<file path="src/hdl/ooo_pkg.sv">
/*
 * ooo core shared definitions
 * data and register index widths, word types and the ALU function code
 */
package ooo_pkg;

    localparam int XLEN      = 32;   // data width
    localparam int AREG_W    = 5;    // arch register index
    localparam int NUM_AREGS = 32;   // x0..x31

    typedef logic [XLEN-1:0]   data_t;
    typedef logic [AREG_W-1:0] areg_t;

    // alu function, 3 bits
    typedef enum logic [2:0] {
        ALU_ADD = 3'd0,
        ALU_SUB = 3'd1,
        ALU_AND = 3'd2,
        ALU_OR  = 3'd3,
        ALU_XOR = 3'd4,
        ALU_SLL = 3'd5,
        ALU_SRL = 3'd6,
        ALU_SLT = 3'd7    // signed compare
    } alu_func_e;

endpackage

</file>
<file path="src/hdl/ooo_ifs.sv">
/*
 * ooo core interfaces
 * cdb_if is the result broadcast bus driven by the ALU,
 * issue_if carries one ready instruction from the station to the ALU
 */
interface cdb_if import ooo_pkg::*; #(
    parameter int PRF_SIZE = 48,
    parameter int ROB_SIZE = 8
) ();
    localparam int PREG_W = $clog2(PRF_SIZE);
    localparam int ROB_W  = $clog2(ROB_SIZE);

    logic              valid;       // one broadcast per cycle
    logic              dest_valid;  // low for x0 writers
    logic [PREG_W-1:0] dest_preg;
    logic [ROB_W-1:0]  rob_idx;
    data_t             value;

    modport alu    (output valid, dest_valid, dest_preg, rob_idx, value);
    modport listen (input  valid, dest_valid, dest_preg, rob_idx, value);
endinterface

interface issue_if import ooo_pkg::*; #(
    parameter int PRF_SIZE = 48,
    parameter int ROB_SIZE = 8
) ();
    localparam int PREG_W = $clog2(PRF_SIZE);
    localparam int ROB_W  = $clog2(ROB_SIZE);

    logic              valid;       // ALU always takes it
    alu_func_e         func;
    data_t             opa;
    data_t             opb;         // register or immediate
    logic              dest_valid;
    logic [PREG_W-1:0] dest_preg;
    logic [ROB_W-1:0]  rob_idx;

    modport rs (output valid, func, opa, opb, dest_valid, dest_preg, rob_idx);
    modport fu (input  valid, func, opa, opb, dest_valid, dest_preg, rob_idx);
endinterface

</file>
<file path="src/hdl/alu.sv">
/*
 * integer ALU
 * eight functions, result and tags registered straight onto the bus
 */
module alu import ooo_pkg::*; (
    input  logic clock,
    input  logic rst_n,
    issue_if.fu  issue,
    cdb_if.alu   cdb
);

    data_t result;

    always_comb begin
        case (issue.func)
            ALU_ADD: result = issue.opa + issue.opb;
            ALU_SUB: result = issue.opa - issue.opb;
            ALU_AND: result = issue.opa & issue.opb;
            ALU_OR:  result = issue.opa | issue.opb;
            ALU_XOR: result = issue.opa ^ issue.opb;
            ALU_SLL: result = issue.opa << issue.opb[4:0];   // low 5 bits only
            ALU_SRL: result = issue.opa >> issue.opb[4:0];
            ALU_SLT: result = data_t'($signed(issue.opa) < $signed(issue.opb));
            default: result = '0;
        endcase
    end

    // bus valid one cycle after issue
    always_ff @(posedge clock) begin
        if (!rst_n) begin
            cdb.valid <= 1'b0;
        end else begin
            cdb.valid <= issue.valid;
        end
    end

    always_ff @(posedge clock) begin
        cdb.dest_valid <= issue.dest_valid;
        cdb.dest_preg  <= issue.dest_preg;
        cdb.rob_idx    <= issue.rob_idx;
        cdb.value      <= result;
    end

endmodule

</file>
<file path="src/flat_wrapper.sv">
// flat-port wrapper written by rule: the top's interface ports become plain ports
module alu_flat import ooo_pkg::*;
  (clock, rst_n, issue_valid, issue_func, issue_opa, issue_opb, issue_dest_valid, issue_dest_preg, issue_rob_idx, cdb_valid, cdb_dest_valid, cdb_dest_preg, cdb_rob_idx, cdb_value);
  issue_if issue_i ();
  cdb_if cdb_i ();
  input  logic clock;
  input  logic rst_n;
  input wire logic [$bits(issue_i.valid)-1:0] issue_valid;
  input wire logic [$bits(issue_i.func)-1:0] issue_func;
  input wire logic [$bits(issue_i.opa)-1:0] issue_opa;
  input wire logic [$bits(issue_i.opb)-1:0] issue_opb;
  input wire logic [$bits(issue_i.dest_valid)-1:0] issue_dest_valid;
  input wire logic [$bits(issue_i.dest_preg)-1:0] issue_dest_preg;
  input wire logic [$bits(issue_i.rob_idx)-1:0] issue_rob_idx;
  output wire logic [$bits(cdb_i.valid)-1:0] cdb_valid;
  output wire logic [$bits(cdb_i.dest_valid)-1:0] cdb_dest_valid;
  output wire logic [$bits(cdb_i.dest_preg)-1:0] cdb_dest_preg;
  output wire logic [$bits(cdb_i.rob_idx)-1:0] cdb_rob_idx;
  output wire logic [$bits(cdb_i.value)-1:0] cdb_value;
  assign issue_i.valid = issue_valid;
  assign issue_i.func = issue_func;
  assign issue_i.opa = issue_opa;
  assign issue_i.opb = issue_opb;
  assign issue_i.dest_valid = issue_dest_valid;
  assign issue_i.dest_preg = issue_dest_preg;
  assign issue_i.rob_idx = issue_rob_idx;
  assign cdb_valid = cdb_i.valid;
  assign cdb_dest_valid = cdb_i.dest_valid;
  assign cdb_dest_preg = cdb_i.dest_preg;
  assign cdb_rob_idx = cdb_i.rob_idx;
  assign cdb_value = cdb_i.value;
  alu u_core (.clock(clock), .rst_n(rst_n), .issue(issue_i), .cdb(cdb_i));
endmodule
</file>
<file path="config.mk">
export PLATFORM = sky130hd
export DESIGN_NAME = alu_flat
export DESIGN_NICKNAME = d
export VERILOG_FILES = /design/src/hdl/ooo_pkg.sv /design/src/hdl/ooo_ifs.sv /design/src/hdl/alu.sv /design/src/flat_wrapper.sv
export SDC_FILE = /design/constraint.sdc
export NUM_CORES = 1
export LEC_CHECK = 0
export BUFFER_PORTS_ARGS = -buffer_cell sky130_fd_sc_hd__buf_4
export CELL_PAD_IN_SITES_DETAIL_PLACEMENT = 1
export CELL_PAD_IN_SITES_GLOBAL_PLACEMENT = 1
export CORE_UTILIZATION = 44
export DETAILED_ROUTE_END_ITERATION = 7
export GPL_TIMING_DRIVEN = 0
export PLACE_DENSITY = 0.9
export SLEW_MARGIN = 20
export SYNTH_ARGS = -nofsm -noshare
export SYNTH_HDL_FRONTEND = slang
export SYNTH_SLANG_ARGS = --single-unit
</file>
<file path="constraint.sdc">
create_clock -name clock -period 3.7 [get_ports clock]
set_input_delay 0.185 -clock clock [delete_from_list [all_inputs] [get_ports clock]]
set_output_delay 0.185 -clock clock [all_outputs]
set_load 0.01 [all_outputs]
</file>
# --- Yosys cells after proc, flatten, opt, wreduce, memory -nomap -nowiden ---
# Cells that the tools add are included.
totals:
  regBits: 43
  inputBits: 80
  elab_cells: 22
op_classes:
  n_lt_le_gt_ge: 1
  reduce_logical: 1
  bitwise_logic: 3
  n_mux: 1
  n_eq_ne: 7
  n_shift: 2
  n_addsub: 2
ops:
  columns: ["cell", "count"]
  rows:
  - ["$pmux W32 S8", 1]
  - ["$add A32 B32 Y32", 1]
  - ["$and A32 B32 Y32", 1]
  - ["$lt A32 B32 Y1", 1]
  - ["$or A32 B32 Y32", 1]
  - ["$shl A32 B5 Y32", 1]
  - ["$shr A32 B5 Y32", 1]
  - ["$sub A32 B32 Y32", 1]
  - ["$xor A32 B32 Y32", 1]
  - ["$eq A3 B3 Y1 const B", 4]
  - ["$eq A3 B2 Y1 const B", 2]
  - ["$eq A3 B1 Y1 const B", 1]
  - ["$logic_not A3 Y1", 1]

# --- Logic depth before layout (Yosys ltp) ---
logic_depth:
  word_depth: 2
  ltp_mapped: 14
  mapped_depth_nobuf: 12

# --- Worst setup path after synthesis ---
# No wires, ideal clock.
synth_path:
  kind: "input to register"
  startpoint: "input port issue_opb[2]"
  endpoint: "register u_core.cdb.value[31]"
  arrival_ps: 3259
  setup_slack_ps: 322
  path_stages: 14
  cell_sequence: "buf_2 -> inv_2 -> buf_1 -> clkbuf_1 -> ha_1 -> o21ai_0 -> o21ai_0 -> a22oi_1 -> o211ai_2 -> a21oi_2 -> nor4_2 -> o221ai_1 -> mux2_1 -> a211o_1"
synth_via:
  elab_chain_len: 2
  elab_cells_between_ends: 5
  classes_between: "2 x add/sub; 2 x shift; 1 x mux"
synth_lines:
  columns: ["item", "line", "rtl"]
  rows:
  - ["start, declared", "flat_wrapper.sv:11", "input wire logic [$bits(issue_i.opb)-1:0] issue_opb;"]
  - ["$sub A32 B32 Y32, or another cell as far along", "alu.sv:17", "ALU_SUB: result = issue.opa - issue.opb;"]
  - ["$pmux W32 S8 (*)", "alu.sv:15", "case (issue.func)"]
  - ["net u_core.result[31]", "alu.sv:12", "data_t result;"]
  - ["end signal, assigned", "alu.sv:41", "cdb.value <= result;"]
  - ["end, declared", "ooo_ifs.sv:19", "modport alu (output valid, dest_valid, dest_preg, rob_idx, value);"]
# The timed path passes the listed nets; every way through them passes the cells marked *.
# A chain may end at the register's enable or synchronous reset.

# --- Worst setup path in the final report ---
layout_path:
  startpoint: "input port issue_opb[1]"
  endpoint: "register u_core.cdb.value[11]"
# Same word-level chain as after synthesis.

==> results.py <==
metrics = {
    "run_status": {
        "status": "finished with violations",
        "violations": "setup timing",
    },
    "worst_setup_path": {
        "worst_path_most_repeated_cell": "buf_2",
        "worst-path-stages": 11,
        "path_cells": "buf_4 -> buf_2 -> buf_2 -> buf_2 -> buf_2 -> a211o_1 -> o21ai_0 -> o21ai_0 -> a21oi_1 -> a221oi_1 -> o21ai_0",
        "cp_slowest_cell": "o21ai_0",
        "cp_max_fo": 10,
        "worstSetupStartpointType": "input port",
        "path_buf_inv": 5,
        "crit_required_ns": 3.85,
        "path_class": "input port to flop",
        "end_kind": "flop",
        "cp.arrival_ns": 3.87,
        "crit_path_end": "u_core.cdb.value[11]",
        "critPathTopFamily": "compound AO/OA/AOI/OAI gates",
        "crit_start": "issue_opb[1]",
        "critical-path-max-stage-delay_ns": 0.75,
    },
    "sta": {
        "finalHoldViolCount": 0,
        "final_max_slew_viol_count": 0,
        "fmax_mhz": 269,
        "fin_crit_sh_pct": 101,
        "setup_ws_ns": -0.0195,
        "period_needed_ns": 3.72,
        "slew_headroom_pct": 20.0,
        "setup_viol": 1,
        "tightest_slew_ns": 1.19,
        "hold_slack_ns": 0.0847,
    },
    "power": {
        "power_density_nw_per_um2": 266,
        "switching_power_uw": 1440,
        "peakVddDrop_v": 0.000151,
        "finalPower_uw": 2890,
        "p_sw_share_pct": 49.7,
        "power.share.sequential_pct": 19.1,
        "p_leak_uw": 0.00471,
        "intPower_uw": 1450,
        "power_frac_clock_pct": 17.7,
        "combPwrFrac_pct": 63.2,
    },
    "synthesis": {
        "ys_ff_latch": 43,
        "syn-num-nets": 1409,
        "synth_area_sq_um": 9260,
        "postSynthCellCount": 1230,
        "avgSynthCellArea_sq_um": 7.53,
        "synth.yosys.seq_area_share_pct": 9.29,
        "synth_edf_count": 0,
        "synth_flop_cell": "dfxtp_1",
        "postSynth.asyncResetShare_pct": 0,
        "yosys_warnings": 0,
        "synthDistinctLibCells": 87,
    },
    "floorplanning": {
        "fp-row-count": 52,
        "die_area_sq_um": 21600,
        "num_io_pins": 123,
        "core_area_sq_um": 20400,
        "start_util_pct": 45.3,
        "fp.dieW_microns": 147,
        "die_h_microns": 147,
    },
    "placed_design": {
        "port_buffers": 121,
        "place_area_sq_um": 10500,
        "hpwl_microns": 40400,
        "routabilityCongestion": 1.05,
    },
    "hold_path": {
        "hold_depth": 2,
        "min_from": "rst_n",
        "hold_class": "input port to flop",
    },
    "grt": {
        "first_global_vias": 11570,
        "grt_pass1_wl_microns": 74300,
        "grt_max_degree": 19,
        "antenna_found_initial": 1,
        "grt_usage_pct": 46.1,
        "grt_overflow": 0,
    },
    "routing": {
        "drt-pass1-iter-count": 5,
        "vias": 11768,
        "viasPerCell": 7.18,
        "post_drt_wl_per_cell_microns": 30.9,
        "first_iter_violations": 1461,
        "routed_wl_microns": 50700,
        "route.detailed.drc": 0,
        "ant_nets": 0,
    },
    "finish": {
        "area_growth_pct": 17.3,
        "nets": 1547,
        "drive_gt1_share_pct": 19.9,
        "final_util_pct": 53.2,
        "fillers": 2587,
        "insertedDiodeCount": 0,
        "postLayoutCellArea_sq_um": 10900,
    },
    "cts": {
        "cts_tree": "done",
        "path_clk_slew_ns": 0.08,
        "clock_path_buffers": 2,
        "h-tree-depth": 2,
        "clock-sinks": 43,
        "cts-buffers-inserted": 5,
        "clockRootBuffer": "clkbuf_16",
    },
    "flow_run": {
        "drv_cap": 0,
    },
}
-- flip-flops by register name (all words and copies together), names as in the netlist --
| register | cells |
|---|---|
| u_core.cdb.valid | 1 |
| u_core.cdb.value | 32 |
| u_core.cdb.rob_idx | 3 |
| u_core.cdb.dest_valid | 1 |
| u_core.cdb.dest_preg | 6 |
-- cells in the mapped netlist (17+ instances only) --
cell type,n,share of area (%)
nand2_1,96,3.9
inv_1,98,4.0
a31oi_1,17,1.1
nand3_1,31,1.7
ha_1,97,13
dfxtp_1,43,9.3
mux2i_1,33,3.6
nor2_1,117,4.7
buf_2,28,1.5
clkbuf_1,39,1.6
o22ai_1,29,2.0
a211oi_1,17,1.4
a22oi_1,32,2.6
nor3_1,17,0.92
a21oi_1,109,5.9
mux4_2,53,13
o21ai_0,75,4.1
xnor2_1,17,1.6
-- how the worst min path moves through the flow --
stage and to:
2_1_floorplan u_core.cdb.dest_preg[0], 3_3_place_gp u_core.cdb.dest_preg[2], 3_5_place_dp u_core.cdb.dest_preg[3], 4_1_cts u_core.cdb.valid
5_1_grt u_core.cdb.valid, 6_report u_core.cdb.valid
-- cell type report --
cell class	instances	area [sq um]	share of cell area [%]
sequential	43	861	7.92
tap	270	338	3.11
timing repair buffer	133	1020	9.42
buffer	89	447	4.11
inverter	103	392	3.61
clock inverter	3	26.3	0.242
multi-input combinational	993	7650	70.4
clock buffer	5	125	1.15
-- cell usage in the layout (no fill, tap or decap), drive strengths merged, types with 17 or more instances in the layout --
cell type | synthesis | layout
nand2 | 96 | 96
nand3 | 31 | 31
ha | 97 | 97
xnor2 | 17 | 17
nor3 | 17 | 17
nor2 | 117 | 117
o21ai | 88 | 88
mux2i | 34 | 34
o22ai | 29 | 29
a21oi | 111 | 111
buf | 52 | 175
a31oi | 18 | 18
a211oi | 19 | 19
a22oi | 32 | 32
dfxtp | 43 | 43
inv | 100 | 102
clkbuf | 39 | 42
mux4 | 53 | 53
-- stage by stage --
step	setup WS (ns)	TNS, ns	instances
finish	-0.0195	-0.0195	1639
global route	-0.0356	-0.0384	1639
CTS	0.0303	0	1637
detailed placement	-1.41	-19.89	1621
global placement	-1.36	-15.47	1621
floorplan	0.322	0	1230
-- cell families (layout without fill, tap and decap cells) --
family | Yosys count | after routing | synth area share [%]
compound gates | 445 | 445 | 32.0
xor+xnor | 20 | 20 | 1.89
fa+ha+maj | 100 | 100 | 13.6
buf+inv | 194 | 333 | 9.01
flops | 43 | 43 | 9.29
mux | 96 | 96 | 17.7
simple gates | 332 | 332 | 16.4
-- power groups by stage --
stage                     sequential, uW  clock (uW)  combinational [uW]
after floorplan                      590           0                 977
after global placement               559           0                1670
after detailed placement             561           0                1710
after CTS                            552         501                1740
after global routing                 557         527                1900
final                                553         511                1830
-- per-layer routing --
metal	GRT usage, %	wire [microns]	vias up	share of wire (%)
met5	0	13	-	0.026
li1	-	-	4876	-
met2	71.7	21900	907	43
met3	8.85	5520	239	11
met4	24.9	3450	2	6.8
met1	60.1	19800	5744	39
-- repair_timing --
| item | in CTS | in global routing |
|---|---|---|
| endpoints found under the setup margin | 23 | 7 |
| resized for setup | 15 | 9 |
| hold endpoints to repair | 10 | 0 |
| hold buffers | 10 | 0 |
| pin swaps | 0 | 5 |
| setup buffers | 0 | 2 |
Note: power is estimated with default switching activity, not from simulation.
