## src/hdl/ooo_pkg.sv

```systemverilog
/*
 * ooo core shared definitions
 * data and register index widths, word types and the ALU function code
 */
package ooo_pkg;

    localparam int XLEN      = 32;   // data width
    localparam int AREG_W    = 5;    // arch register index
    localparam int NUM_AREGS = 32;   // x0..x31

    typedef logic [XLEN-1:0]   data_t;
    typedef logic [AREG_W-1:0] areg_t;

    // alu function, 3 bits
    typedef enum logic [2:0] {
        ALU_ADD = 3'd0,
        ALU_SUB = 3'd1,
        ALU_AND = 3'd2,
        ALU_OR  = 3'd3,
        ALU_XOR = 3'd4,
        ALU_SLL = 3'd5,
        ALU_SRL = 3'd6,
        ALU_SLT = 3'd7    // signed compare
    } alu_func_e;

endpackage

```

## src/hdl/ooo_ifs.sv

```systemverilog
/*
 * ooo core interfaces
 * cdb_if is the result broadcast bus driven by the ALU,
 * issue_if carries one ready instruction from the station to the ALU
 */
interface cdb_if import ooo_pkg::*; #(
    parameter int PRF_SIZE = 48,
    parameter int ROB_SIZE = 8
) ();
    localparam int PREG_W = $clog2(PRF_SIZE);
    localparam int ROB_W  = $clog2(ROB_SIZE);

    logic              valid;       // one broadcast per cycle
    logic              dest_valid;  // low for x0 writers
    logic [PREG_W-1:0] dest_preg;
    logic [ROB_W-1:0]  rob_idx;
    data_t             value;

    modport alu    (output valid, dest_valid, dest_preg, rob_idx, value);
    modport listen (input  valid, dest_valid, dest_preg, rob_idx, value);
endinterface


```

## src/hdl/reorder_buffer.sv

```systemverilog
/*
 * reorder buffer
 * circular buffer of in-flight instructions, marked done from the bus,
 * head commits in order and hands its old preg back to the free list
 */
module reorder_buffer import ooo_pkg::*; #(
    parameter  int PRF_SIZE = 48,
    parameter  int ROB_SIZE = 8,
    localparam int PREG_W   = $clog2(PRF_SIZE),
    localparam int ROB_W    = $clog2(ROB_SIZE)
) (
    input  logic              clock,
    input  logic              rst_n,
    input  logic              accept,
    input  areg_t             dest,
    input  logic              dest_valid,
    input  logic [PREG_W-1:0] old_preg,
    output logic [ROB_W-1:0]  tail,
    output logic              full,
    cdb_if.listen             cdb,
    output logic              commit_valid,
    output areg_t             commit_areg,
    output data_t             commit_value,
    output logic              release_en,
    output logic [PREG_W-1:0] release_preg
);

    localparam int CNT_W = $clog2(ROB_SIZE + 1);

    logic [ROB_W-1:0]    head;
    logic [CNT_W-1:0]    count;
    logic [ROB_SIZE-1:0] done;
    logic [ROB_SIZE-1:0] has_dest;
    areg_t               ent_areg  [ROB_SIZE];
    logic [PREG_W-1:0]   ent_old   [ROB_SIZE];
    data_t               ent_value [ROB_SIZE];

    function automatic logic [ROB_W-1:0] ptr_inc(input logic [ROB_W-1:0] p);
        return (p == ROB_W'(ROB_SIZE - 1)) ? '0 : p + 1'b1;
    endfunction

    assign full         = (count == CNT_W'(ROB_SIZE));
    assign commit_valid = (count != '0) && done[head];   // cycle after done
    assign commit_areg  = ent_areg[head];
    assign commit_value = ent_value[head];
    assign release_en   = commit_valid && has_dest[head];
    assign release_preg = ent_old[head];

    ////////////////////
    // pointers, done bits
    always_ff @(posedge clock) begin
        if (!rst_n) begin
            head  <= '0;
            tail  <= '0;
            count <= '0;
            done  <= '0;
        end else begin
            if (cdb.valid) begin
                done[cdb.rob_idx] <= 1'b1;
            end
            if (accept) begin
                done[tail] <= 1'b0;
                tail       <= ptr_inc(tail);
            end
            if (commit_valid) begin
                head <= ptr_inc(head);
            end
            case ({accept, commit_valid})
                2'b10:   count <= count + 1'b1;
                2'b01:   count <= count - 1'b1;
                default: count <= count;
            endcase
        end
    end

    ////////////////////
    // entry payload
    always_ff @(posedge clock) begin
        if (accept) begin
            ent_areg[tail] <= dest;
            has_dest[tail] <= dest_valid;
            ent_old[tail]  <= old_preg;
        end
        if (cdb.valid) begin
            ent_value[cdb.rob_idx] <= cdb.dest_valid ? cdb.value : '0;   // x0 reads 0
        end
    end

endmodule

```

## src/flat_wrapper.sv

```systemverilog
// flat-port wrapper written by rule: the top's interface ports become plain ports
module reorder_buffer_flat import ooo_pkg::*;
#(
    parameter  int PRF_SIZE = 48,
    parameter  int ROB_SIZE = 8,
    localparam int PREG_W   = $clog2(PRF_SIZE),
    localparam int ROB_W    = $clog2(ROB_SIZE)
)
  (clock, rst_n, accept, dest, dest_valid, old_preg, tail, full, commit_valid, commit_areg, commit_value, release_en, release_preg, cdb_valid, cdb_dest_valid, cdb_dest_preg, cdb_rob_idx, cdb_value);
  cdb_if #(.PRF_SIZE(PRF_SIZE), .ROB_SIZE(ROB_SIZE)) cdb_i ();
  input  logic clock;
  input  logic rst_n;
  input  logic accept;
  input  areg_t dest;
  input  logic dest_valid;
  input  logic [PREG_W-1:0] old_preg;
  output logic [ROB_W-1:0] tail;
  output logic full;
  output logic commit_valid;
  output areg_t commit_areg;
  output data_t commit_value;
  output logic release_en;
  output logic [PREG_W-1:0] release_preg;
  input wire logic [$bits(cdb_i.valid)-1:0] cdb_valid;
  input wire logic [$bits(cdb_i.dest_valid)-1:0] cdb_dest_valid;
  input wire logic [$bits(cdb_i.dest_preg)-1:0] cdb_dest_preg;
  input wire logic [$bits(cdb_i.rob_idx)-1:0] cdb_rob_idx;
  input wire logic [$bits(cdb_i.value)-1:0] cdb_value;
  assign cdb_i.valid = cdb_valid;
  assign cdb_i.dest_valid = cdb_dest_valid;
  assign cdb_i.dest_preg = cdb_dest_preg;
  assign cdb_i.rob_idx = cdb_rob_idx;
  assign cdb_i.value = cdb_value;
  reorder_buffer #(.PRF_SIZE(PRF_SIZE), .ROB_SIZE(ROB_SIZE)) u_core (.clock(clock), .rst_n(rst_n), .accept(accept), .dest(dest), .dest_valid(dest_valid), .old_preg(old_preg), .tail(tail), .full(full), .cdb(cdb_i), .commit_valid(commit_valid), .commit_areg(commit_areg), .commit_value(commit_value), .release_en(release_en), .release_preg(release_preg));
endmodule
```

## config.mk

```make
export PLATFORM = sky130hd
export DESIGN_NAME = reorder_buffer_flat
export DESIGN_NICKNAME = d
export VERILOG_FILES = /design/src/hdl/ooo_pkg.sv /design/src/hdl/ooo_ifs.sv /design/src/hdl/reorder_buffer.sv /design/src/flat_wrapper.sv
export SDC_FILE = /design/constraint.sdc
export NUM_CORES = 1
export LEC_CHECK = 0
export ABC_AREA = 1
export CORE_MARGIN = 2
export CORE_UTILIZATION = 58
export DETAILED_ROUTE_END_ITERATION = 8
export DONT_BUFFER_PORTS = 1
export GPL_ROUTABILITY_DRIVEN = 0
export PLACE_DENSITY_LB_ADDON = 0.15
export REMOVE_ABC_BUFFERS = 1
export SLEW_MARGIN = 40
export SYNTH_ARGS = -nofsm -noshare
export SYNTH_HDL_FRONTEND = slang
export SYNTH_SLANG_ARGS = --single-unit
```

## constraint.sdc

```tcl
create_clock -name clock -period 2.2 [get_ports clock]
set_input_delay 0 -clock clock [delete_from_list [all_inputs] [get_ports clock]]
set_output_delay 0 -clock clock [all_outputs]
set_load 0.02 [all_outputs]
```

## After elaboration in Yosys (flattened, before gate mapping)

Memories as Yosys holds them, arrays and structs flattened. A register that Yosys moved wholly into a read port is not among the register bits.
Cells that the tools add are included.

| storage, ports and cells | value |
|---|---|
| register bits after elaboration | 26 |
| bits in latches | 0 |
| bits in writable memories | 344 |
| memory bits (read-only) | 0 |
| bits of input ports | 58 |
| output and inout bits | 49 |
| word-level logic and storage cells | 57 |
| memories kept | 3 |

| operators by class | value |
|---|---|
| add/subtract/negate cells | 4 |
| multipliers | 0 |
| divide/modulo/power cells | 0 |
| order comparisons | 5 |
| equality and inequality tests | 5 |
| shift operators | 0 |
| mux-type cells | 26 |
| bitwise logic cells | 3 |
| reductions and logical operators | 6 |

Memory list:

| name | depth | bits a word | read ports | clocked after memory_dff | wr ports | RTL line | text |
|---|---|---|---|---|---|---|---|
| u_core.ent_value | 8 | 32 | 1 | 1 | 1 | reorder_buffer.sv:36 | `data_t ent_value [ROB_SIZE];` |
| u_core.ent_old | 8 | 6 | 1 | 1 | 1 | reorder_buffer.sv:35 | `logic [PREG_W-1:0] ent_old [ROB_SIZE];` |
| u_core.ent_areg | 8 | 5 | 1 | 1 | 1 | reorder_buffer.sv:34 | `areg_t ent_areg [ROB_SIZE];` |

Operators with widths:

| operator | number |
|---|---|
| 2-to-1 mux 32 bit | 1 |
| 2-to-1 mux 3 bit | 8 |
| 2-to-1 mux 8 bit | 3 |
| less-than comparator 3 x 4 -> 1 bit (second input constant) | 3 |
| AND 8 bit | 1 |
| bitwise mux 8 bit | 1 |
| 2-to-1 mux 1 bit | 8 |
| inverter 8 bit | 1 |
| bitwise OR 8 bit | 1 |
| case mux 4 bit (2 select lines) | 1 |
| adder 3 x 1 -> 3 bit (second input constant) | 2 |
| binary-select mux 1 bit (select 3 bit) | 2 |
| demux 1 bit (select 3 bit) | 2 |
| == test 3 bit (second input constant) | 2 |
| greater-or-equal comparator 3 x 1 -> 1 bit (second input constant) | 2 |
| adder 4 x 1 -> 4 bit (second input constant) | 1 |
| == test 4 bit (second input constant) | 1 |
| logical AND 1 bit | 4 |
| nonzero test 4 bit | 1 |
| subtractor 4 x 1 -> 4 bit (second input constant) | 1 |
| == test 2 x 1 -> 1 bit (second input constant) | 1 |
| == test 2 bit (second input constant) | 1 |
| nonzero test 2 bit | 1 |

## Longest topological paths before layout

| logic depth | value |
|---|---|
| depth after elaboration | 9 |
| gate-level depth with buffers | 17 |
| depth with buffers taken out | 16 |

## Worst setup path after synthesis

OpenSTA, ideal clock, no wires.

| path | value |
|---|---|
| path type | reg2reg |
| from | register u_core.head[0] |
| to | register u_core.count[2] |
| library setup time | 0.115 ns |
| arrival time | 2.048 ns |
| required time | 2.085 ns |
| setup slack | 0.036 ns |
| stages on the path, launching flop included | 17 |
| buffers on the path | 1 |
| clock period less this slack | 2.164 ns |
| cells stage by stage | dfxtp_1 buf_4 inv_2 nand2_1 nand3_1 nand3_1 nand3_2 inv_1 ha_1 nand2_1 inv_1 nor2_1 ha_1 a21oi_1 xnor2_1 o21ai_0 inv_1 |

| between the ends | value |
|---|---|
| cells in the longest elaborated chain, start to end | 5 |
| elaborated cells on any way between the ends | 7 |
| classes of those cells | 2 x eq/ne; 3 x mux; 2 x reduce/logical |

Ends and longest elaborated chain:

| what | RTL line | text |
|---|---|---|
| start: declaration | reorder_buffer.sv:30 | `logic [ROB_W-1:0] head;` |
| start signal: assignment | reorder_buffer.sv:66 | `head <= ptr_inc(head);` |
| binary-select mux 1 bit (select 3 bit) * | reorder_buffer.sv:43 | `assign commit_valid = (count != '0) && done[head];` |
| 2-to-1 mux 1 bit (not written as such) * | reorder_buffer.sv:43 |  |
| logical AND 1 bit * | reorder_buffer.sv:43 |  |
| via commit_valid | flat_wrapper.sv:19 | `output logic commit_valid;` |
| == test 2 x 1 -> 1 bit or == test 2 bit (tied branches) | reorder_buffer.sv:68 | `case ({accept, commit_valid})` |
| case mux 4 bit (2 select lines) or nonzero test 2 bit (tied branches) | n/a |  |
| end signal: assignment | reorder_buffer.sv:69 | `2'b10: count <= count + 1'b1;` |
| end signal: assignment | reorder_buffer.sv:70 | `2'b01: count <= count - 1'b1;` |
| end signal: assignment | reorder_buffer.sv:71 | `default: count <= count;` |
| end: declaration | reorder_buffer.sv:31 | `logic [CNT_W-1:0] count;` |

Mark *: on every way through the listed nets, which the timed path passes. The rest lies on a longest branch. The select of a mux whose other input is x is not followed.
A chain may end at the register's enable or synchronous reset.

==> metrics.md <==
| Metric | Value |
|---|---|
| CP Launch Type | `flip-flop` |
| Critical path class | `flip-flop to output pin` |
| Worst-case vdd ir drop | `around 0.76 mV` |
| Initial antenna violation count | `0` |
| Critical Path Max Stage Delay | `0.37 ns` |
| Worst Setup End Kind | `output pin` |
| H-tree depth | `2` |
| Die Height | `roughly 160 microns` |
| Chip width | `164 microns` |
| Nets | `~1400` |
| CTS tree | `yes` |
| EDFF count, synth | `between 300 and 400` |
| Post-DR wirelength/cell | `~19 microns` |
| Final setup violation count | `0` |
| Tcrit/Tclk final | `approximately 97%` |
| M3 GR Usage | `under 10%` |
| Area growth syn-to-layout | `18.5%` |
| Final setup margin | `a little under 0.07 ns` |
| Simple-gate share of the synthesized area | `a little over a tenth` |
| Synth Instances | `approximately 1200` |
| Slew @ Worst Pin | `0.588 ns` |
| Clock root buffer | `clkbuf_16` |
| Post-CTS Setup Bufs | `0` |
| Final min period | `~2.1 ns` |
| Vias in the first global route | `roughly 9300` |
| Required time worst endpoint | `about 2.2 ns` |
| Avg Inst Size Synth | `12.2 sq um` |
| Synth top area share | `70.9%` |
| Worst skew pair latency | `~0.52 ns` |
| Met1 usage | `a little under a third` |
| Reg clk slew, reported paths | `about 0.060 ns` |
| Ys async rst share | `0%` |
| Top Usage Layer GRT | `met2` |
| Peak fanout along the critical path | `57` |
| Worst slack, placed | `between 0.06 and 0.07 ns` |
| Site Rows | `58` |
| Post-Syn Area | `14900 sq um` |
| Initial Util | `59.2%` |
| Crit path arrival time | `~2.1 ns` |
| Crit-path cells | `buf_12, o21ai_0, o22ai_1, nor2_1, a31oi_2, buf_4` |
| Dpl hpwl | `16200 microns` |
| Global-route met2 utilization | `between 30% and 40%` |
| Die area | `about 27000 sq um` |
| Slew headroom | `between 60% and 70%` |
| Ys Warns | `0` |
| Top_reg_cell synth | `edfxtp_1` |
| Clock Path Buffers | `3` |
| Post-synth cell types | `29` |
| TritonCTS Buffers | `37` |
| Post-route ant nets | `0` |
| Max-cap violations | `0` |
| Iteration-0 DRC Markers | `836` |
| Post-synthesis mux area share | `0.0671%` |
| Worst Hold Class | `input pin to flip-flop` |
| Count of final hold-check violations | `0` |
| Sequential fraction of the synthesis area | `around 74%` |
| WL final | `~32000 microns` |
| DRC | `0` |
| CP delay by family, top | `compound AO/OA/AOI/OAI gates` |
| Largest net degree at the start of global routing | `69` |
| Slew Limit Fails | `0` |
| Largest family of logic cells by synthesized area | `simple AND/OR/NAND/NOR gates` |
| Total GRT Usage | `between 20% and 30%` |
| Final instance area | `~18000 sq um` |
| Post-synthesis compound-gate area fraction | `10.4%` |
| GRT overflow | `0` |
| Filler cell count | `1720` |
| Yosys reg bits | `between 300 and 400` |
| Io pins | `~110` |
| ANT cells | `0` |
| Count leader, synth | `edfxtp_1` |
| Via count | `between 9000 and 10000` |
| IO Port Bufs | `0` |
| Leak Pwr | `6.11 nW` |
| Max Freq | `469 MHz` |
| Post-Synth Adder-Cell Area | `less than 1%` |
| TritonRoute pass-1 iters | `4` |
| Critical Path Slowest Stage Cell | `dfxtp_2` |
| Biggest area consumer among synthesized cells | `edfxtp_1` |
| Power density over the cells | `953 nW/um^2` |
| Crit path buffers/inverters | `2` |
| First-pass GRT wire length | `48500 microns` |
| RSZ-0062 raised after global routing | `yes` |
| Hold WS | `0.00882 ns` |
| Core Region | `25200 sq um` |
| Vias per cell | `around 5.6` |
| Status | `completed` |
| Top cells by count, synth | `edfxtp_1, nor2_1, o21ai_0` |
| Placed cell area | `~16000 sq um` |
| Setup Skew | `about 0.018 ns` |
| Share of cells above drive strength 1 | `between 10 and 15%` |
| Top post-synthesis cells by area | `edfxtp_1, nor2_1, o21ai_0` |
| Post-Synth XOR/XNOR Area | `less than 1%` |
| Clock Sinks | `roughly 370` |
==> power breakdown <==
| part | leakage [nW] | internal, mW | switching [mW] |
|---|---|---|---|
| registers | 3.11 | 8.02 | 0.109 |
| logic | 2.44 | 0.989 | 1.63 |
| clock network | 0.566 | 3.59 | 2.49 |
==> logic make-up (layout without fill, tap and decap cells) <==
logic type                 after synthesis  in the layout
muxes                                    1              1
buffers and inverters                  133            267
xor gates and xnor gates                 3              3
DFF                                    373            373
AOI/OAI and AO/OA                      286            286
and+or+nand+nor                        417            417
adders and majority gates                7              7
==> cell type report <==
class | count | area, sq um | share of cell area (%)
Timing Repair Buffer | 140 | 1460 | 8.26
Inverter | 64 | 248 | 1.40
Multi-Input combinational cell | 714 | 3380 | 19.1
Tap cell | 330 | 413 | 2.34
Clock inverter | 16 | 166 | 0.942
Clock buffer | 47 | 1010 | 5.69
Sequential cell | 373 | 11000 | 62.3
==> per-stage QoR <==
step | setup TNS, ns | utilization [%] | power, mW | cells
after floorplan | -142.49 | - | 9.71 | 1151
after global placement | 0 | 62.6 | 10.6 | 1564
after detailed placement | 0 | 62.6 | 10.6 | 1564
after CTS | 0 | 69.5 | 16.8 | 1681
after global routing | -0.0423 | 70.2 | 17.4 | 1684
final | 0 | 70.2 | 16.8 | 1684
==> worst min-delay path, cell delays in order <==
cell and delay (ns):
inv_1 0.03, nand2_1 0.16, nor2_4 0.14
==> final timing paths <==
check,startpoint,end,slack [ns],depth (start not counted)
max reg2reg,u_core.tail[0],u_core.tail[0],0.15,5
max,flip-flop,commit_value[28],0.07,6
min,cdb_rob_idx[2],u_core.ent_value[2][30],0.009,3
min reg2reg,u_core.done[5],u_core.done[5],0.51,2
==> per-layer routing <==
metal	vias to the layer above	wire length, microns
met5	-	0
met4	0	575
met3	52	1850
met2	264	15600
met1	4563	13700
li1	4541	-
==> state kept, by name, summed over array words and instances (netlist names), named ones only <==
signal and cells:
u_core.count 4, u_core.tail 3, u_core.ent_areg 40, u_core.done 8, u_core.head 3, u_core.has_dest 8
u_core.ent_old 48, u_core.ent_value 256
==> what timing repair did <==
| action | in CTS | in global routing |
|---|---|---|
| setup endpoints to repair | 1 | 11 |
| endpoints found under the hold margin | 410 | 0 |
| hold buffers | 54 | 0 |
| resized for setup | 1 | 24 |
| cloned | 0 | 3 |
| pin swaps | 0 | 0 |
==> placed cells by master (no fill, tap or decap), drive strengths merged, types with 7 or more instances in the layout <==
cell	netlist	routed
a21oi	12	12
a31oi	43	43
buf	37	84
clkbuf	32	50
clkinv	0	9
dfxtp	21	21
dlygate4sd3	0	53
edfxtp	352	352
ha	7	7
inv	64	65
nand2	64	64
nand3	11	11
nor2	339	339
o21ai	185	185
o22ai	43	43
Power figures use the tool's default switching activity.
