==> config.mk <==
export PLATFORM = sky130hd
export DESIGN_NAME = rs_alu_flat
export DESIGN_NICKNAME = d
export VERILOG_FILES = /design/src/hdl/ooo_pkg.sv /design/src/hdl/ooo_ifs.sv /design/src/hdl/rs_alu.sv /design/src/flat_wrapper.sv
export SDC_FILE = /design/constraint.sdc
export NUM_CORES = 1
export LEC_CHECK = 0
export CORE_ASPECT_RATIO = 1.75
export CORE_MARGIN = 4
export CORE_UTILIZATION = 65
export CTS_BUF_LIST = sky130_fd_sc_hd__clkbuf_4 sky130_fd_sc_hd__clkbuf_8
export CTS_CLUSTER_DIAMETER = 200
export DETAILED_ROUTE_END_ITERATION = 10
export DONT_BUFFER_PORTS = 1
export MAX_ROUTING_LAYER = met4
export PLACE_DENSITY = 0.77
export SLEW_MARGIN = 30
export SYNTH_ARGS = -nofsm -noshare
export SYNTH_HDL_FRONTEND = slang
export SYNTH_SLANG_ARGS = --single-unit
==> constraint.sdc <==
create_clock -name clock -period 6.25 [get_ports clock]
set_input_delay 0.3125 -clock clock [delete_from_list [all_inputs] [get_ports clock]]
set_output_delay 0.3125 -clock clock [all_outputs]
set_load 0.05 [all_outputs]
==> src/hdl/ooo_pkg.sv <==
/*
 * ooo core shared definitions
 * data and register index widths, word types and the ALU function code
 */
package ooo_pkg;

    localparam int XLEN      = 32;   // data width
    localparam int AREG_W    = 5;    // arch register index
    localparam int NUM_AREGS = 32;   // x0..x31

    typedef logic [XLEN-1:0]   data_t;
    typedef logic [AREG_W-1:0] areg_t;

    // alu function, 3 bits
    typedef enum logic [2:0] {
        ALU_ADD = 3'd0,
        ALU_SUB = 3'd1,
        ALU_AND = 3'd2,
        ALU_OR  = 3'd3,
        ALU_XOR = 3'd4,
        ALU_SLL = 3'd5,
        ALU_SRL = 3'd6,
        ALU_SLT = 3'd7    // signed compare
    } alu_func_e;

endpackage

==> src/hdl/ooo_ifs.sv <==
/*
 * ooo core interfaces
 * cdb_if is the result broadcast bus driven by the ALU,
 * issue_if carries one ready instruction from the station to the ALU
 */
interface cdb_if import ooo_pkg::*; #(
    parameter int PRF_SIZE = 48,
    parameter int ROB_SIZE = 8
) ();
    localparam int PREG_W = $clog2(PRF_SIZE);
    localparam int ROB_W  = $clog2(ROB_SIZE);

    logic              valid;       // one broadcast per cycle
    logic              dest_valid;  // low for x0 writers
    logic [PREG_W-1:0] dest_preg;
    logic [ROB_W-1:0]  rob_idx;
    data_t             value;

    modport alu    (output valid, dest_valid, dest_preg, rob_idx, value);
    modport listen (input  valid, dest_valid, dest_preg, rob_idx, value);
endinterface

interface issue_if import ooo_pkg::*; #(
    parameter int PRF_SIZE = 48,
    parameter int ROB_SIZE = 8
) ();
    localparam int PREG_W = $clog2(PRF_SIZE);
    localparam int ROB_W  = $clog2(ROB_SIZE);

    logic              valid;       // ALU always takes it
    alu_func_e         func;
    data_t             opa;
    data_t             opb;         // register or immediate
    logic              dest_valid;
    logic [PREG_W-1:0] dest_preg;
    logic [ROB_W-1:0]  rob_idx;

    modport rs (output valid, func, opa, opb, dest_valid, dest_preg, rob_idx);
    modport fu (input  valid, func, opa, opb, dest_valid, dest_preg, rob_idx);
endinterface

==> src/hdl/rs_alu.sv <==
/*
 * ALU reservation station
 * allocates entries at dispatch, wakes them from the bus and
 * issues the oldest entry whose operands are both ready
 */
module rs_alu import ooo_pkg::*; #(
    parameter  int PRF_SIZE = 48,
    parameter  int ROB_SIZE = 8,
    parameter  int RS_SIZE  = 4,
    localparam int PREG_W   = $clog2(PRF_SIZE),
    localparam int ROB_W    = $clog2(ROB_SIZE)
) (
    input  logic              clock,
    input  logic              rst_n,
    input  logic              accept,
    input  alu_func_e         func,
    input  logic [PREG_W-1:0] src1_preg,
    input  logic [PREG_W-1:0] src2_preg,
    input  logic [PREG_W-1:0] dest_preg,
    input  logic              dest_valid,
    input  logic              src1_ready,
    input  logic              src2_ready,
    input  data_t             src1_value,
    input  data_t             src2_value,
    input  logic              use_imm,
    input  data_t             imm,
    input  logic [ROB_W-1:0]  rob_idx,
    output logic              full,
    cdb_if.listen             cdb,
    issue_if.rs               issue
);

    localparam int RS_W = (RS_SIZE > 1) ? $clog2(RS_SIZE) : 1;

    logic [RS_SIZE-1:0] busy;
    logic [RS_SIZE-1:0] older_than [RS_SIZE];   // bit j set: j came before i
    logic [RS_SIZE-1:0] rdy1;
    logic [RS_SIZE-1:0] rdy2;
    logic [RS_SIZE-1:0] ent_dest_valid;
    logic [PREG_W-1:0]  tag1     [RS_SIZE];
    logic [PREG_W-1:0]  tag2     [RS_SIZE];
    logic [PREG_W-1:0]  ent_dest [RS_SIZE];
    logic [ROB_W-1:0]   ent_rob  [RS_SIZE];
    alu_func_e          ent_func [RS_SIZE];
    data_t              val1     [RS_SIZE];
    data_t              val2     [RS_SIZE];
    logic [RS_SIZE-1:0] can_go;
    logic [RS_SIZE-1:0] pick;
    logic [RS_W-1:0]    pick_idx;
    logic [RS_W-1:0]    free_idx;
    logic               bus_wr;

    assign bus_wr = cdb.valid && cdb.dest_valid;
    assign full   = &busy;
    assign can_go = busy & rdy1 & rdy2;

    // lowest free slot
    always_comb begin
        free_idx = '0;
        for (int i = RS_SIZE - 1; i >= 0; i--) begin
            if (!busy[i]) begin
                free_idx = RS_W'(i);
            end
        end
    end

    // oldest ready entry, nothing older may also be ready
    always_comb begin
        pick     = '0;
        pick_idx = '0;
        for (int i = 0; i < RS_SIZE; i++) begin
            if (can_go[i] && !(|(can_go & older_than[i]))) begin
                pick[i]  = 1'b1;
                pick_idx = RS_W'(i);
            end
        end
    end

    assign issue.valid      = |pick;
    assign issue.func       = ent_func[pick_idx];
    assign issue.opa        = val1[pick_idx];
    assign issue.opb        = val2[pick_idx];
    assign issue.dest_valid = ent_dest_valid[pick_idx];
    assign issue.dest_preg  = ent_dest[pick_idx];
    assign issue.rob_idx    = ent_rob[pick_idx];

    ////////////////////
    // occupancy and age order
    always_ff @(posedge clock) begin
        if (!rst_n) begin
            busy <= '0;
            for (int e = 0; e < RS_SIZE; e++) begin
                older_than[e] <= '0;
            end
        end else begin
            for (int e = 0; e < RS_SIZE; e++) begin
                older_than[e] <= older_than[e] & ~pick;   // issued entry drops out
            end
            busy <= busy & ~pick;
            if (accept) begin
                busy[free_idx]       <= 1'b1;
                older_than[free_idx] <= busy & ~pick;   // youngest so far
            end
        end
    end

    ////////////////////
    // wakeup and entry write
    always_ff @(posedge clock) begin
        for (int e = 0; e < RS_SIZE; e++) begin
            if (bus_wr && !rdy1[e] && (tag1[e] == cdb.dest_preg)) begin
                rdy1[e] <= 1'b1;
                val1[e] <= cdb.value;
            end
            if (bus_wr && !rdy2[e] && (tag2[e] == cdb.dest_preg)) begin
                rdy2[e] <= 1'b1;
                val2[e] <= cdb.value;
            end
        end
        if (accept) begin
            ent_func[free_idx]       <= func;
            tag1[free_idx]           <= src1_preg;
            rdy1[free_idx]           <= src1_ready;
            val1[free_idx]           <= src1_value;
            tag2[free_idx]           <= src2_preg;
            rdy2[free_idx]           <= use_imm || src2_ready;   // imm never waits
            val2[free_idx]           <= use_imm ? imm : src2_value;
            ent_dest_valid[free_idx] <= dest_valid;
            ent_dest[free_idx]       <= dest_preg;
            ent_rob[free_idx]        <= rob_idx;
        end
    end

endmodule

==> src/flat_wrapper.sv <==
// flat-port wrapper written by rule: the top's interface ports become plain ports
module rs_alu_flat import ooo_pkg::*;
#(
    parameter  int PRF_SIZE = 48,
    parameter  int ROB_SIZE = 8,
    parameter  int RS_SIZE  = 4,
    localparam int PREG_W   = $clog2(PRF_SIZE),
    localparam int ROB_W    = $clog2(ROB_SIZE)
)
  (clock, rst_n, accept, func, src1_preg, src2_preg, dest_preg, dest_valid, src1_ready, src2_ready, src1_value, src2_value, use_imm, imm, rob_idx, full, cdb_valid, cdb_dest_valid, cdb_dest_preg, cdb_rob_idx, cdb_value, issue_valid, issue_func, issue_opa, issue_opb, issue_dest_valid, issue_dest_preg, issue_rob_idx);
  cdb_if #(.PRF_SIZE(PRF_SIZE), .ROB_SIZE(ROB_SIZE)) cdb_i ();
  issue_if #(.PRF_SIZE(PRF_SIZE), .ROB_SIZE(ROB_SIZE)) issue_i ();
  input  logic clock;
  input  logic rst_n;
  input  logic accept;
  input  alu_func_e func;
  input  logic [PREG_W-1:0] src1_preg;
  input  logic [PREG_W-1:0] src2_preg;
  input  logic [PREG_W-1:0] dest_preg;
  input  logic dest_valid;
  input  logic src1_ready;
  input  logic src2_ready;
  input  data_t src1_value;
  input  data_t src2_value;
  input  logic use_imm;
  input  data_t imm;
  input  logic [ROB_W-1:0] rob_idx;
  output logic full;
  input wire logic [$bits(cdb_i.valid)-1:0] cdb_valid;
  input wire logic [$bits(cdb_i.dest_valid)-1:0] cdb_dest_valid;
  input wire logic [$bits(cdb_i.dest_preg)-1:0] cdb_dest_preg;
  input wire logic [$bits(cdb_i.rob_idx)-1:0] cdb_rob_idx;
  input wire logic [$bits(cdb_i.value)-1:0] cdb_value;
  output wire logic [$bits(issue_i.valid)-1:0] issue_valid;
  output wire logic [$bits(issue_i.func)-1:0] issue_func;
  output wire logic [$bits(issue_i.opa)-1:0] issue_opa;
  output wire logic [$bits(issue_i.opb)-1:0] issue_opb;
  output wire logic [$bits(issue_i.dest_valid)-1:0] issue_dest_valid;
  output wire logic [$bits(issue_i.dest_preg)-1:0] issue_dest_preg;
  output wire logic [$bits(issue_i.rob_idx)-1:0] issue_rob_idx;
  assign cdb_i.valid = cdb_valid;
  assign cdb_i.dest_valid = cdb_dest_valid;
  assign cdb_i.dest_preg = cdb_dest_preg;
  assign cdb_i.rob_idx = cdb_rob_idx;
  assign cdb_i.value = cdb_value;
  assign issue_valid = issue_i.valid;
  assign issue_func = issue_i.func;
  assign issue_opa = issue_i.opa;
  assign issue_opb = issue_i.opb;
  assign issue_dest_valid = issue_i.dest_valid;
  assign issue_dest_preg = issue_i.dest_preg;
  assign issue_rob_idx = issue_i.rob_idx;
  rs_alu #(.PRF_SIZE(PRF_SIZE), .ROB_SIZE(ROB_SIZE), .RS_SIZE(RS_SIZE)) u_core (.clock(clock), .rst_n(rst_n), .accept(accept), .func(func), .src1_preg(src1_preg), .src2_preg(src2_preg), .dest_preg(dest_preg), .dest_valid(dest_valid), .src1_ready(src1_ready), .src2_ready(src2_ready), .src1_value(src1_value), .src2_value(src2_value), .use_imm(use_imm), .imm(imm), .rob_idx(rob_idx), .full(full), .cdb(cdb_i), .issue(issue_i));
endmodule
# Word level (Yosys, flattened, before mapping)

Memories as Yosys holds them, arrays and structs flattened.
Cells that the tools add are included.
W data, S select, Z words.

Multiplexer cells: 56
Reductions and logical operators: 41
Equality and inequality tests: 8
Bitwise logic cells: 17
Order comparisons: 3

Operators with widths:

| cell                 | number |
|---|---|
| $eq A6 B6 Y1         | 8 |
| $and A4 B4 Y4        | 11 |
| $mux W1              | 37 |
| $mux W32             | 1 |
| $mux W4              | 7 |
| $logic_and A1 B1 Y1  | 22 |
| $reduce_or A4 Y1     | 5 |
| $bwmux W4            | 3 |
| $logic_not A1 Y1     | 12 |
| $mux W2              | 6 |
| $lt A2 B3 Y1 const B | 2 |
| $not A4 Y4           | 1 |
| $or A1 B1 Y1         | 4 |
| $or A4 B4 Y4         | 1 |
| $reduce_and A4 Y1    | 1 |
| $bmux W1 S2          | 1 |
| $demux W1 S2         | 1 |
| $ge A2 B1 Y1 const B | 1 |
| $logic_or A1 B1 Y1   | 1 |

Memories: 8
RAM bits: 368
Word-level logic and storage cells: 137
Output and inout bits: 79
Register bits: 16

Memory list:

| name              | depth | bits a word | rd ports | clocked after Yosys merged registers in | write ports | line         | text |
|---|---|---|---|---|---|---|---|
| u_core.val1       | 4     | 32          | 1        | 0                                       | 5           | rs_alu.sv:45 | `data_t val1 [RS_SIZE];` |
| u_core.val2       | 4     | 32          | 1        | 0                                       | 5           | rs_alu.sv:46 | `data_t val2 [RS_SIZE];` |
| u_core.ent_dest   | 4     | 6           | 1        | 0                                       | 1           | rs_alu.sv:42 | `logic [PREG_W-1:0] ent_dest [RS_SIZE];` |
| u_core.tag1       | 4     | 6           | 4        | 0                                       | 1           | rs_alu.sv:40 | `logic [PREG_W-1:0] tag1 [RS_SIZE];` |
| u_core.tag2       | 4     | 6           | 4        | 0                                       | 1           | rs_alu.sv:41 | `logic [PREG_W-1:0] tag2 [RS_SIZE];` |
| u_core.older_than | 4     | 4           | 4        | 0                                       | 5           | rs_alu.sv:36 | `logic [RS_SIZE-1:0] older_than [RS_SIZE];` |
| +2 memories       | -     | -           | -        | -                                       | -           | -            |  |

# Depth between registers and ports, before layout

Depth in word-level cells: 11
Depth in mapped cells: 8
Depth with buffers taken out: 5

# Worst setup path before layout

OpenSTA, ideal clock, no wires.

Path type: input -> register
From: in cdb_dest_preg[1]
To: mem u_core.val2[2][0] in the netlist's numbering (enable)
Required time: 5778 ps
Path slack: 2346 ps
Library setup time: 472 ps
Arrival time: 3431 ps
Cell stages on the path: 4
Cells stage by stage: clkbuf_1 xnor2_1 nand3_1 o31ai_1

RTL lines:

| element     | line               | text |
|---|---|---|
| from (decl) | flat_wrapper.sv:31 | `input wire logic [$bits(cdb_i.dest_preg)-1:0] cdb_dest_preg;` |
| to (decl)   | rs_alu.sv:46       |  |

# Worst setup path after layout

From: reg u_core.busy[3]
To: out issue_opa[1]

Cells in the longest elaborated chain, start to end: 10
Elaborated cells between the ends (all ways): 18

RTL lines:

| element                       | line               | text |
|---|---|---|
| from (decl)                   | rs_alu.sv:35       | `logic [RS_SIZE-1:0] busy;` |
| from (signal assigned)        | rs_alu.sv:99       | `busy <= busy & ~pick;` |
| $and A4 B4 Y4 * (2 in series) | rs_alu.sv:55       | `assign can_go = busy & rdy1 & rdy2;` |
| $and A4 B4 Y4                 | rs_alu.sv:72       | `if (can_go[i] && !(\|(can_go & older_than[i]))) begin` |
| $reduce_or A4 Y1              | rs_alu.sv:72       |  |
| $logic_not A1 Y1              | rs_alu.sv:72       |  |
| $logic_and A1 B1 Y1           | rs_alu.sv:72       |  |
| $mux W1                       | rs_alu.sv:72       |  |
| $mux W2                       | rs_alu.sv:72       |  |
| $mux W2 *                     | rs_alu.sv:72       |  |
| $mem_v2 Z4 W32 *              | -                  |  |
| to (decl)                     | flat_wrapper.sv:36 | `output wire logic [$bits(issue_i.opa)-1:0] issue_opa;` |

Every way passes the cells marked *; elsewhere a longest branch is shown, timed or not.

==> metrics.txt <==
status=finished clean; post-CTS sizing=0; clock skew=0.0245 ns; Reg area=11,300 um2; worst-case clock buffer depth=3; Slew headroom=33.5%; # fillers=1,617; Congestion Overflow GR=0; leakage=8.26 nW; r2r startpoint=u_core.busy[2]; share of cells above drive strength 1=12.2%; CP Data Required Time=5.94 ns; hold path depth=2; Multi-input gate area=5650 um2; DR pass1 iterations=7; hold crit path type=in -> reg; VDD IR max=~0.26 mV; Crit Reg-Reg Endpoint=u_core.val1[3][23]; Area Overhead vs Synth=17.3%; Max-Cap Viols=0; post-synth cell types=33; Tmin final=~4.4 ns; first-pass GRT wire length=73,900 um; Slew Viols, Final=0; Die Wd=~130 um; Post-Syn Instances=1,499; # rows=79; DRC violations left=0; period utilization=between 70% and 80%; sequential share of the synthesized area=between 60% and 70%; initial antenna violation count=0; Yosys reg bits=approximately 380; Worst EP arrival=4.13 ns; Root Buffer=clkbuf_8; most common flop cell mapped by yosys=edfxtp_1; CP Launch Type=register; hold path endpoint=u_core.val2[0][5]; crit-path max FO=44; pwr/cell area=approximately 290 nW/um2; largest net degree at the start of global routing=81; reg2reg setup slack=2.43 ns; CTS tree=done; Pwr Total=roughly 5.9 mW; die area=approximately 30,000 um2; routed vias=12,900; Worst-Skew Late Latency=0.61 ns; # nets final=1,810; Mapped Avg Cell Area=~12 um2; Starting DRT DRC Count=1,407; WL/cell=24.5 um; H-tree depth=2; WL final=49,100 um; DRT antenna net count=0; vias in the first global route=13,700; Port Buf Inserts=0; DIE HEIGHT=225 um; Initial Util=65.7%; GRT Total Usage=33.5%; Worst Tran Pin Value=0.995 ns; fraction of registers with async set/reset=0%; CTS sink cnt=approximately 380; RSZ-0062 raised after global routing=no; number of synthesized flops with an enable pin=about 360; critical path class=reg -> out; Final HPWL DP=27,200 um; # setup viols final=0; crit path capture type=output pin; Core Area=about 27,000 um2; vias per inst=6.43; # IOs=249; diode count=0; hold path start=src2_value[5]; Total Negative Setup Slacks=0 ns; Final Hold Fails=0; global placement routability congestion=0.869; syn_nets=around 1,700; cts bufs inserted=52; number of warnings issued by yosys=0; Worst-path clk slew=approximately 0.08 ns; Max Fclk=~230 MHz; Syn Std Cell Area=17,500 um2; FF-to-FF path depth=7
==> cells by family after synthesis <==
| family | share of synthesized area (%) |
|---|---|
| and+or+nand+nor | 12.5 |
| xor gates and xnor gates | 2.41 |
| DFF | 64.4 |
| AOI/OAI and AO/OA | 10.2 |
| buffers and inverters | 4.29 |
| muxes | 6.25 |
==> critical path, cell delays in order, from the launching register on <==
cell      delay [ns]
dfxtp_1         0.52
and4b_1         0.32
nand4_4         0.59
and2_4          0.67
buf_4           0.42
a221oi_2        0.94
==> per-stage QoR <==
stage               setup WS, ns  std cells  hold slack (ns)  util, %  instance area [um2]
floorplan                   2.35       1499            0.411        -                17500
global placement            2.48       1782            0.412     67.8                18000
detailed placement          2.45       1785            0.412     68.0                18100
CTS                         1.79       2008           0.0322     77.1                20500
global route                1.68       2008           0.0703     77.1                20500
finish                      1.81       2008           0.0631     77.1                20500
==> cells in the mapped netlist, types with 2 or more instances <==
| cell type | n | share of area (%) |
|---|---|---|
| buf_2 | 17 | 0.49 |
| and4b_1 | 3 | 0.17 |
| clkbuf_1 | 66 | 1.4 |
| mux2i_1 | 109 | 6.2 |
| a221oi_2 | 39 | 3.4 |
| nor2_1 | 91 | 2.0 |
| xnor2_1 | 48 | 2.4 |
| o22a_1 | 4 | 0.20 |
| nand2_1 | 401 | 8.6 |
| a21oi_1 | 9 | 0.26 |
| a2bb2oi_1 | 4 | 0.20 |
| nor2b_1 | 6 | 0.21 |
| dfxtp_1 | 28 | 3.2 |
| o21ai_0 | 130 | 3.7 |
| buf_6 | 8 | 0.52 |
| a221oi_1 | 38 | 1.9 |
| nand4_1 | 23 | 0.82 |
| inv_1 | 83 | 1.8 |
| and3_1 | 4 | 0.14 |
| edfxtp_1 | 356 | 61 |
| buf_1 | 4 | 0.086 |
| a21boi_0 | 2 | 0.086 |
| nand3_1 | 9 | 0.26 |
| o31ai_1 | 8 | 0.34 |
==> worst max-delay path by stage <==
stage	start	end	slack (ns)	cells past startpoint
after CTS	u_core.busy[3]	issue_opa[1]	1.79	5
after detailed placement	u_core.busy[3]	issue_opa[1]	2.45	5
after floorplan	cdb_dest_preg[1]	u_core.val2[2][0]	2.35	4
final	u_core.busy[3]	issue_opa[1]	1.81	5
after global placement	u_core.busy[3]	issue_opa[6]	2.48	5
after global routing	u_core.busy[3]	issue_opb[1]	1.68	5
==> layout make-up <==
class                           count  share of cell area (%)
Multi-Input combinational cell    937                    27.6
Timing Repair Buffer              182                    8.31
Clock buffer                       68                    4.14
Tap cell                          324                    1.98
Inverter                           83                    1.53
Clock inverter                     30                    1.57
Sequential cell                   384                    54.9
==> power by group <==
part / total, mW / switching (mW) / internal, mW
logic: 0.800 / 0.551 / 0.249
registers: 2.99 / 0.0569 / 2.93
clock network: 2.14 / 0.957 / 1.18
==> layer usage <==
layer | wire [um] | GRT usage, % | vias to the layer above
li1 | - | - | 5643
met1 | 16500 | 36.7 | 6240
met2 | 26000 | 59.3 | 857
met3 | 4500 | 5.57 | 180
met4 | 2130 | 15.9 | 0
met5 | 0 | - | -
==> layout by cell type, fill, tap and decap left out, types with 48 or more instances in the layout <==
master,Yosys,routed
nand2_1,401,401
edfxtp_1,356,356
xnor2_1,48,48
inv_1,83,79
clkbuf_8,0,54
mux2i_1,109,109
o21ai_0,130,130
buf_4,0,53
nor2_1,91,91
dlygate4sd3_1,0,125
==> sequential cells by signal, summed over array words and instances, names as in the netlist, 12 cells and up <==
signal / cells
u_core.tag2: 24
u_core.older_than: 16
u_core.ent_func: 12
u_core.val2: 128
u_core.ent_dest: 24
u_core.tag1: 24
u_core.ent_rob: 12
u_core.val1: 128
==> timing repair <==
item / 4_1_cts / 5_1_grt
setup buffers: 0 / 0
hold buffers: 125 / 0
endpoints found under the hold margin: 384 / 0
Power figures use the tool's default switching activity.
